===== config.mk =====
export PLATFORM = sky130hd
export DESIGN_NAME = kyber_enc_top
export DESIGN_NICKNAME = d
export VERILOG_FILES = /design/src/rtl/kyber_enc_pkg.sv /design/src/rtl/sync_ram.sv /design/src/rtl/kyber_enc_loader.sv /design/src/rtl/kyber_enc_unit.sv /design/src/rtl/kyber_enc_reader.sv /design/src/rtl/kyber_enc_top.sv
export SDC_FILE = /design/constraint.sdc
export NUM_CORES = 2
export LEC_CHECK = 0
export CORE_ASPECT_RATIO = 1.2
export CORE_UTILIZATION = 35
export CTS_CLUSTER_DIAMETER = 30
export DETAILED_ROUTE_END_ITERATION = 12
export DONT_BUFFER_PORTS = 1
export PLACE_DENSITY_LB_ADDON = 0.3
export REMOVE_ABC_BUFFERS = 1
export SLEW_MARGIN = 20
export SYNTH_ARGS = -nofsm -noshare
export SYNTH_HDL_FRONTEND = slang
export SYNTH_MEMORY_MAX_BITS = 65536
export SYNTH_SLANG_ARGS = --single-unit

===== constraint.sdc =====
create_clock -name clk -period 40.4 [get_ports clk]
set_input_delay 8.08 -clock clk [delete_from_list [all_inputs] [get_ports clk]]
set_output_delay 8.08 -clock clk [all_outputs]
set_load 0.1 [all_outputs]

===== src/rtl/kyber_enc_pkg.sv =====
// shared sizes, modulus, write-port address map and coefficient types
// for the kyber noise-plus-message back end; reached by scoped names
`default_nettype none

package kyber_enc_pkg;

  // polynomial and modulus
  localparam int KYBER_N = 256;
  localparam int KYBER_Q = 3329;
  // decompressed value of a set message bit, round(q/2)
  localparam int Q_HALF = 1665;

  // operand sizes in bytes
  localparam int MSG_BYTES = 32;
  // two cbd nibbles per byte
  localparam int NOISE_BYTES = 128;

  // write port address map
  localparam int IN_ADR_W = 9;
  localparam logic [IN_ADR_W-1:0] MSG_BASE = 9'h000;
  localparam logic [IN_ADR_W-1:0] NOISE_BASE = 9'h080;
  // bit 0 of the written byte starts a run
  localparam logic [IN_ADR_W-1:0] CTRL_ADDR = 9'h100;

  // read port data width, coefficient zero-extended
  localparam int OUT_DAT_W = 16;

  typedef logic [7:0] byte_t;
  // always below KYBER_Q
  typedef logic [11:0] coef_t;
  // also the read port address
  typedef logic [$clog2(KYBER_N)-1:0] coef_idx_t;
  typedef logic [$clog2(MSG_BYTES)-1:0] msg_addr_t;
  typedef logic [$clog2(NOISE_BYTES)-1:0] noise_addr_t;

endpackage

`default_nettype wire


===== src/rtl/sync_ram.sv =====
// single-clock memory, one write port and one registered read port
// element type set per instance, one cycle read latency
`timescale 1ns/10ps
`default_nettype none

module sync_ram #(
  parameter int DEPTH = 32,
  parameter type elem_t = logic [7:0]
) (
  input  wire logic                     clk,
  input  wire logic                     we,
  input  wire logic [$clog2(DEPTH)-1:0] waddr,
  input  wire elem_t                    wdata,
  input  wire logic [$clog2(DEPTH)-1:0] raddr,
  output elem_t                         rdata
);

  elem_t mem [DEPTH];

  // read returns the old word on a same-address write
  always_ff @(posedge clk) begin
    if (we) begin
      mem[waddr] <= wdata;
    end
    rdata <= mem[raddr];
  end

endmodule

`default_nettype wire


===== src/rtl/kyber_enc_loader.sv =====
// input side: wishbone classic write slave filling the message and noise
// buffers, plus the control register that fires the start pulse
`timescale 1ns/10ps
`default_nettype none

module kyber_enc_loader (
  input  wire logic                                  clk,
  input  wire logic                                  reset,
  // wishbone write port
  input  wire logic                                  in_cyc,
  input  wire logic                                  in_stb,
  input  wire logic                                  in_we,
  input  wire logic [kyber_enc_pkg::IN_ADR_W-1:0]    in_adr,
  input  wire kyber_enc_pkg::byte_t                  in_dat,
  output logic                                       in_ack,
  // run control
  input  wire logic                                  busy,
  output logic                                       start,
  // buffer read side, driven by the unit
  input  wire kyber_enc_pkg::msg_addr_t              msg_raddr,
  output kyber_enc_pkg::byte_t                       msg_rdata,
  input  wire kyber_enc_pkg::noise_addr_t            noise_raddr,
  output kyber_enc_pkg::byte_t                       noise_rdata
);

  logic                               req;
  logic                               accept;
  logic [kyber_enc_pkg::IN_ADR_W-1:0] msg_off;
  logic [kyber_enc_pkg::IN_ADR_W-1:0] noise_off;
  logic                               msg_hit;
  logic                               noise_hit;
  logic                               ctrl_hit;
  logic                               msg_we;
  logic                               noise_we;

  assign req = in_cyc & in_stb;

  // one accept per transfer
  // stb is still high during the ack cycle, so that cycle is skipped
  // busy holds the whole transfer off, operands stay frozen during a run
  assign accept = req & ~busy & ~in_ack;

  // region offsets, wrap below the base keeps them out of range
  assign msg_off   = in_adr - kyber_enc_pkg::MSG_BASE;
  assign noise_off = in_adr - kyber_enc_pkg::NOISE_BASE;

  assign msg_hit   = msg_off < kyber_enc_pkg::IN_ADR_W'(kyber_enc_pkg::MSG_BYTES);
  assign noise_hit = noise_off < kyber_enc_pkg::IN_ADR_W'(kyber_enc_pkg::NOISE_BYTES);
  assign ctrl_hit  = in_adr == kyber_enc_pkg::CTRL_ADDR;

  // unmapped addresses still get acked, nothing is written
  assign msg_we   = accept & in_we & msg_hit;
  assign noise_we = accept & in_we & noise_hit;

  always_ff @(posedge clk or posedge reset) begin
    if (reset) begin
      in_ack <= 1'b0;
      start  <= 1'b0;
    end else begin
      in_ack <= accept;
      // start lines up with the ack of the control write
      start  <= accept & in_we & ctrl_hit & in_dat[0];
    end
  end

  // message bytes, bit i of the message is bit i%8 of byte i/8
  sync_ram #(
    .DEPTH  (kyber_enc_pkg::MSG_BYTES),
    .elem_t (kyber_enc_pkg::byte_t)
  ) msg_ram (
    .clk   (clk),
    .we    (msg_we),
    .waddr (kyber_enc_pkg::msg_addr_t'(msg_off)),
    .wdata (in_dat),
    .raddr (msg_raddr),
    .rdata (msg_rdata)
  );

  // hashed noise, low nibble serves the even coefficient
  sync_ram #(
    .DEPTH  (kyber_enc_pkg::NOISE_BYTES),
    .elem_t (kyber_enc_pkg::byte_t)
  ) noise_ram (
    .clk   (clk),
    .we    (noise_we),
    .waddr (kyber_enc_pkg::noise_addr_t'(noise_off)),
    .wdata (in_dat),
    .raddr (noise_raddr),
    .rdata (noise_rdata)
  );

endmodule

`default_nettype wire


===== src/rtl/kyber_enc_unit.sv =====
// coefficient sequencer with the cbd, message decompress and mod-q add
// pipeline issuing one index per cycle into the reader's buffer
`timescale 1ns/10ps
`default_nettype none

module kyber_enc_unit (
  input  wire logic                        clk,
  input  wire logic                        reset,
  input  wire logic                        start,
  output logic                             busy,
  output logic                             done,
  // operand buffers return data one cycle later
  output kyber_enc_pkg::msg_addr_t         msg_raddr,
  input  wire kyber_enc_pkg::byte_t        msg_rdata,
  output kyber_enc_pkg::noise_addr_t       noise_raddr,
  input  wire kyber_enc_pkg::byte_t        noise_rdata,
  // result buffer write
  output logic                             res_we,
  output kyber_enc_pkg::coef_idx_t         res_waddr,
  output kyber_enc_pkg::coef_t             res_wdata
);

  localparam kyber_enc_pkg::coef_idx_t LAST_IDX =
    kyber_enc_pkg::coef_idx_t'(kyber_enc_pkg::KYBER_N - 1);

  // issue stage
  logic                      issue_valid;
  kyber_enc_pkg::coef_idx_t  issue_idx;
  // sample stage lines up with the buffer read data
  logic                      s1_valid;
  kyber_enc_pkg::coef_idx_t  s1_idx;
  logic [3:0]                nibble;
  logic [1:0]                pos_sum;
  logic [1:0]                neg_sum;
  kyber_enc_pkg::coef_t      cbd_val;
  kyber_enc_pkg::coef_t      msg_val;
  // add stage
  logic                      s2_valid;
  kyber_enc_pkg::coef_idx_t  s2_idx;
  kyber_enc_pkg::coef_t      s2_cbd;
  kyber_enc_pkg::coef_t      s2_msg;
  // one bit wider than coef_t to hold 3328 + 1665
  logic [12:0]               sum;

  // issue counter walks 0 .. n-1 on the cycles after start
  always_ff @(posedge clk or posedge reset) begin
    if (reset) begin
      issue_valid <= 1'b0;
      issue_idx   <= '0;
    end else if (start) begin
      issue_valid <= 1'b1;
      issue_idx   <= '0;
    end else if (issue_valid) begin
      issue_idx <= issue_idx + 1'b1;
      if (issue_idx == LAST_IDX) begin
        issue_valid <= 1'b0;
      end
    end
  end

  // eight message bits and two noise nibbles per byte
  assign msg_raddr   = kyber_enc_pkg::msg_addr_t'(issue_idx >> 3);
  assign noise_raddr = kyber_enc_pkg::noise_addr_t'(issue_idx >> 1);

  // cbd eta 2 is (b0 + b1) - (b2 + b3)
  // negative values fold to q - x
  always_comb begin
    nibble  = s1_idx[0] ? noise_rdata[7:4] : noise_rdata[3:0];
    pos_sum = {1'b0, nibble[0]} + {1'b0, nibble[1]};
    neg_sum = {1'b0, nibble[2]} + {1'b0, nibble[3]};
    if (pos_sum >= neg_sum) begin
      cbd_val = kyber_enc_pkg::coef_t'(pos_sum - neg_sum);
    end else begin
      cbd_val = kyber_enc_pkg::coef_t'(kyber_enc_pkg::KYBER_Q)
              - kyber_enc_pkg::coef_t'(neg_sum - pos_sum);
    end
    // message decompress takes the bits lsb first
    msg_val = msg_rdata[s1_idx[2:0]] ? kyber_enc_pkg::coef_t'(kyber_enc_pkg::Q_HALF) : '0;
  end

  // valid bits follow the index down the pipeline
  always_ff @(posedge clk or posedge reset) begin
    if (reset) begin
      s1_valid <= 1'b0;
      s2_valid <= 1'b0;
    end else begin
      s1_valid <= issue_valid;
      s2_valid <= s1_valid;
    end
  end

  always_ff @(posedge clk) begin
    s1_idx <= issue_idx;
    s2_idx <= s1_idx;
    s2_cbd <= cbd_val;
    s2_msg <= msg_val;
  end

  // both inputs below q, so one conditional subtract is enough
  assign sum       = {1'b0, s2_cbd} + {1'b0, s2_msg};
  assign res_wdata = (sum >= 13'(kyber_enc_pkg::KYBER_Q))
                   ? kyber_enc_pkg::coef_t'(sum - 13'(kyber_enc_pkg::KYBER_Q))
                   : kyber_enc_pkg::coef_t'(sum);
  assign res_we    = s2_valid;
  assign res_waddr = s2_idx;

  // busy from the cycle after start until the last write has landed
  // done holds until the next start
  always_ff @(posedge clk or posedge reset) begin
    if (reset) begin
      busy <= 1'b0;
      done <= 1'b0;
    end else if (start) begin
      busy <= 1'b1;
      done <= 1'b0;
    end else if (s2_valid && s2_idx == LAST_IDX) begin
      busy <= 1'b0;
      done <= 1'b1;
    end
  end

endmodule

`default_nettype wire


===== src/rtl/kyber_enc_reader.sv =====
// output side: result buffer and wishbone classic read slave, reads are
// held off while a run is in progress
`timescale 1ns/10ps
`default_nettype none

module kyber_enc_reader (
  input  wire logic                               clk,
  input  wire logic                               reset,
  // wishbone read port
  input  wire logic                               out_cyc,
  input  wire logic                               out_stb,
  input  wire kyber_enc_pkg::coef_idx_t           out_adr,
  output logic [kyber_enc_pkg::OUT_DAT_W-1:0]     out_dat,
  output logic                                    out_ack,
  // run status
  input  wire logic                               busy,
  // result writes from the unit
  input  wire logic                               res_we,
  input  wire kyber_enc_pkg::coef_idx_t           res_waddr,
  input  wire kyber_enc_pkg::coef_t               res_wdata
);

  logic                 accept;
  kyber_enc_pkg::coef_t result_rdata;

  // same accept rule as the write port
  // no second ack while stb is still up
  assign accept = out_cyc & out_stb & ~busy & ~out_ack;

  always_ff @(posedge clk or posedge reset) begin
    if (reset) begin
      out_ack <= 1'b0;
    end else begin
      out_ack <= accept;
    end
  end

  // adr is steady through the request
  // the registered read lands on the ack cycle
  sync_ram #(
    .DEPTH  (kyber_enc_pkg::KYBER_N),
    .elem_t (kyber_enc_pkg::coef_t)
  ) result_ram (
    .clk   (clk),
    .we    (res_we),
    .waddr (res_waddr),
    .wdata (res_wdata),
    .raddr (out_adr),
    .rdata (result_rdata)
  );

  // zero-extend onto the bus
  assign out_dat = kyber_enc_pkg::OUT_DAT_W'(result_rdata);

endmodule

`default_nettype wire


===== src/rtl/kyber_enc_top.sv =====
// top level of the noise-plus-message back end
// loader, unit and reader joined, two wishbone slaves brought out
`timescale 1ns/10ps
`default_nettype none

module kyber_enc_top (
  input  wire logic                               clk,
  input  wire logic                               reset,
  // wishbone write port
  input  wire logic                               in_cyc,
  input  wire logic                               in_stb,
  input  wire logic                               in_we,
  input  wire logic [kyber_enc_pkg::IN_ADR_W-1:0] in_adr,
  input  wire kyber_enc_pkg::byte_t               in_dat,
  output logic                                    in_ack,
  // wishbone read port
  input  wire logic                               out_cyc,
  input  wire logic                               out_stb,
  input  wire kyber_enc_pkg::coef_idx_t           out_adr,
  output logic [kyber_enc_pkg::OUT_DAT_W-1:0]     out_dat,
  output logic                                    out_ack,
  // status
  output logic                                    busy,
  output logic                                    done
);

  logic                       start;
  kyber_enc_pkg::msg_addr_t   msg_raddr;
  kyber_enc_pkg::byte_t       msg_rdata;
  kyber_enc_pkg::noise_addr_t noise_raddr;
  kyber_enc_pkg::byte_t       noise_rdata;
  logic                       res_we;
  kyber_enc_pkg::coef_idx_t   res_waddr;
  kyber_enc_pkg::coef_t       res_wdata;

  // operands in, start pulse out
  kyber_enc_loader u_loader (
    .clk         (clk),
    .reset       (reset),
    .in_cyc      (in_cyc),
    .in_stb      (in_stb),
    .in_we       (in_we),
    .in_adr      (in_adr),
    .in_dat      (in_dat),
    .in_ack      (in_ack),
    .busy        (busy),
    .start       (start),
    .msg_raddr   (msg_raddr),
    .msg_rdata   (msg_rdata),
    .noise_raddr (noise_raddr),
    .noise_rdata (noise_rdata)
  );

  // busy gates both slaves
  kyber_enc_unit u_unit (
    .clk         (clk),
    .reset       (reset),
    .start       (start),
    .busy        (busy),
    .done        (done),
    .msg_raddr   (msg_raddr),
    .msg_rdata   (msg_rdata),
    .noise_raddr (noise_raddr),
    .noise_rdata (noise_rdata),
    .res_we      (res_we),
    .res_waddr   (res_waddr),
    .res_wdata   (res_wdata)
  );

  kyber_enc_reader u_reader (
    .clk       (clk),
    .reset     (reset),
    .out_cyc   (out_cyc),
    .out_stb   (out_stb),
    .out_adr   (out_adr),
    .out_dat   (out_dat),
    .out_ack   (out_ack),
    .busy      (busy),
    .res_we    (res_we),
    .res_waddr (res_waddr),
    .res_wdata (res_wdata)
  );

endmodule

`default_nettype wire


==> results.json <==
{
  "outcome": "finished clean",
  "numPortBuffers": 0,
  "routed-via-count": 81544,
  "synth_area_sq_um": 171000,
  "worstSetupPathType": "in2reg",
  "synth_cell_types": 71,
  "start_util": 0.352,
  "tritoncts": "yes",
  "row_count": 280,
  "cp_max_fo": 96,
  "reg2reg_to": "u_reader.result_ram.mem[192][2]",
  "drt-vias-per-instance": 5.27,
  "critPathCaptureType": "flip-flop",
  "grt_pass1_vias": 86207,
  "drt_wl_total_microns": 436000,
  "arrival_ns": 12.59,
  "cts_max_level": 6,
  "cts-root-buf": "clkbuf_16",
  "drv_cap": 0,
  "cts_sinks": 4420,
  "final_max_slew_viol_count": 0,
  "synth_xor_area_frac": 0.000820,
  "synth_top_area_cell": "edfxtp_1",
  "fin_setup_tns_ns": 0,
  "cts_hold_buffers": 0,
  "ys_dominant_reg_cell": "edfxtp_1",
  "min_period_ns": 11.66,
  "dp_hpwl_microns": 242000,
  "overflow": 0,
  "grt_max_degree": 201,
  "setup_viol_count_final": 0,
  "power_density_nw_per_um2": 65.2,
  "cp.required_ns": 41.33,
  "reg2reg_from": "u_unit.s2_msg[9]",
  "hp-start": "u_unit.s1_valid",
  "synth.top_cell.area_share": 0.765,
  "synthMuxAreaShare": 0.173,
  "fin_util": 0.428,
  "maxSlewHeadroom": 0.0317,
  "clock_skew_ns": 0.110,
  "seq_area_frac_synth": 0.773,
  "ir_drop_v": 0.0000829,
  "cts.clk_slew.worst_paths_ns": 0.05,
  "hold_violations": 0,
  "multiInputGateArea_sq_um": 37000,
  "die_y_microns": 767,
  "dr.first_iter.drc_count": 7776,
  "start_kind": "primary input",
  "synth.avg_cell_area_sq_um": 22.4,
  "ff_latch_area_sq_um": 132000,
  "grt_usage": 0.175,
  "whs_path_depth": 0,
  "power.leakage_nw": 65.3,
  "clk_latency_ns": 1.11,
  "final_cells": 15471,
  "drc_errors": 0,
  "area_growth_pct": 21.6,
  "dieArea_sq_um": 491000,
  "antenna_found_initial": 10,
  "reg2reg_setup_slack_ns": 34.71,
  "period_share": 0.289,
  "synth.area.top_cells": "edfxtp_1 (76%), mux4_2 (16%), mux2i_1 (1.6%), nor2_1 (1.0%), dfxtp_1 (0.61%)",
  "cts_setup_buffers": 0,
  "clk_path_buf_depth": 4,
  "core-area_sq_um": 485000,
  "max_freq_mhz": 85.8,
  "ioPinCount": 52,
  "tightest_slew_ns": 1.45,
  "cts-resized-gates": 0,
  "drt_pass1_iterations": 6,
  "synth-simple-area-share": 0.0209,
  "final_nets": 8297,
  "synth_top_family_by_area": "multiplexers",
  "die_w_microns": 640,
  "synth-adder-area-share": 0.00163,
  "gp_congestion": 0.790,
  "cts_buffers": 827,
  "synth_edf_count": 4352,
  "yosysWarnings": 0,
  "fillCellCount": 41058,
  "numPlacedInstances": 13898,
  "drive_above_1_share": 0.334,
  "ant_nets": 0,
  "yosys-top-cells-count": "edfxtp_1 (4352), mux4_2 (1178), nor2_1 (471)",
  "async_reset_ff_frac": 0.00362,
  "synth_compound_area_frac": 0.0165,
  "rsz0062_at_grt": "false",
  "hold_class": "reg2reg",
  "whs_endpoint": "u_unit.res_we",
  "whs_ns": 0.345,
  "r2r_cells": 15,
  "synth_most_common_cell": "edfxtp_1",
  "wl_per_cell_microns": 28.2,
  "grt_pass1_wl_microns": 625000,
  "synth_cells": 7623,
  "synth-seq-cells": 4420
}
[final cells by class]
type	count	area share
Timing Repair Buffer	217	0.00994
Clock inverter	636	0.0344
Inverter	18	0.000349
Tap cell	6486	0.0391
Clock buffer	922	0.102
Sequential cell	4420	0.636
Multi-Input combinational cell	2760	0.178
Antenna cell	12	0.000145
[critical path, stage by stage]
cell	delay [ns]
buf_16	0.50
buf_16	0.49
buf_16	0.38
buf_16	0.57
mux4_2	0.59
mux4_2	0.55
a32o_1	0.25
a211oi_1	0.68
nor4_1	0.08
[registers in the layout, indices dropped and copies added, names as in the netlist]
register	flops
u_unit.issue_valid	1
u_loader.start	1
u_loader.noise_ram.mem	1024
u_loader.noise_ram.rdata	8
u_unit.res_waddr	8
u_reader.result_ram.mem	3072
u_unit.res_we	1
u_loader.msg_ram.rdata	8
u_unit.busy	1
u_unit.done	1
u_unit.s1_valid	1
u_unit.s2_msg	1
u_loader.in_ack	1
u_reader.out_ack	1
u_unit.s1_idx	8
u_loader.msg_ram.mem	256
u_unit.issue_idx	8
u_reader.result_ram.rdata	12
u_unit.s2_cbd	7
[worst max path at each step]
stage	start	to	slack (ns)	depth (start not counted)
2_1_floorplan	u_unit.s2_msg[9]	u_reader.result_ram.mem[0][6]	25.24	9
3_3_place_gp	out_adr[0]	u_reader.result_ram.rdata[6]	26.87	8
3_5_place_dp	out_adr[0]	u_reader.result_ram.rdata[6]	27.26	8
4_1_cts	out_adr[0]	u_reader.result_ram.rdata[6]	28.40	8
5_1_grt	out_adr[0]	u_reader.result_ram.rdata[11]	28.47	9
6_report	out_adr[0]	u_reader.result_ram.rdata[7]	28.74	9
[placed cells by master, fill, tap and decap left out, types with 13 or more instances in the layout]
master      Yosys  routed
clkbuf_1      158      85
clkinv_16       0      23
o21ai_0        64      59
clkinv_2        0     136
buf_16          0      15
o22ai_1        49      49
a21oi_1        81      79
inv_6           0      73
clkinv_4        0      68
nor2_2          0     163
mux4_2       1178    1178
dfxtp_1        52      50
nor2_1        471     302
edfxtp_1     4352    4352
nand2_1       179     175
mux2i_1       272     272
bufinv_16       0      99
clkbuf_16       0     834
clkinvlp_4      0     100
a211oi_1       39      37
nor3_1         30      28
buf_4          58     189
a31oi_1        13      13
a22oi_1        25      25
nor2b_1        44      41
ha_1           19      19
clkinv_1        3     116
nand3_1        30      26
mux2_2         20      20
o221ai_1       64      64
[layer usage]
layer	part of all wire	vias to the layer above	GRT usage
li1	-	33846	-
met1	0.39	44059	0.219
met2	0.51	2911	0.303
met3	0.066	726	0.0348
met5	0.000025	-	0
met4	0.032	2	0.0576
[power by group]
group | internal, mW | switching (mW)
Clock | 4.45 | 2.42
Combinational | 0.169 | 0.822
Sequential | 5.68 | 0.0123
[through the flow]
step           power (mW)  worst slack (ns)  instance area, sq um
3_5_place_dp         6.78             27.26                179000
2_1_floorplan        6.52             25.24                169000
4_1_cts              13.6             28.40                208000
3_3_place_gp         6.70             26.87                179000
5_1_grt              13.9             28.47                208000
6_report             13.5             28.74                208000
[cell families (layout without fill, tap and decap cells)]
group | count (synthesis) | count (layout)
AO/OA/AOI/OAI | 413 | 413
AND/OR/NAND/NOR | 836 | 836
flip-flops | 4420 | 4420
other | 1 | 16
multiplexers | 1470 | 1470
buffers and inverters | 446 | 1793
XOR/XNOR | 16 | 16
adder cells (fa/ha/maj) | 21 | 21
No activity file was read; power rests on OpenSTA's default activity.
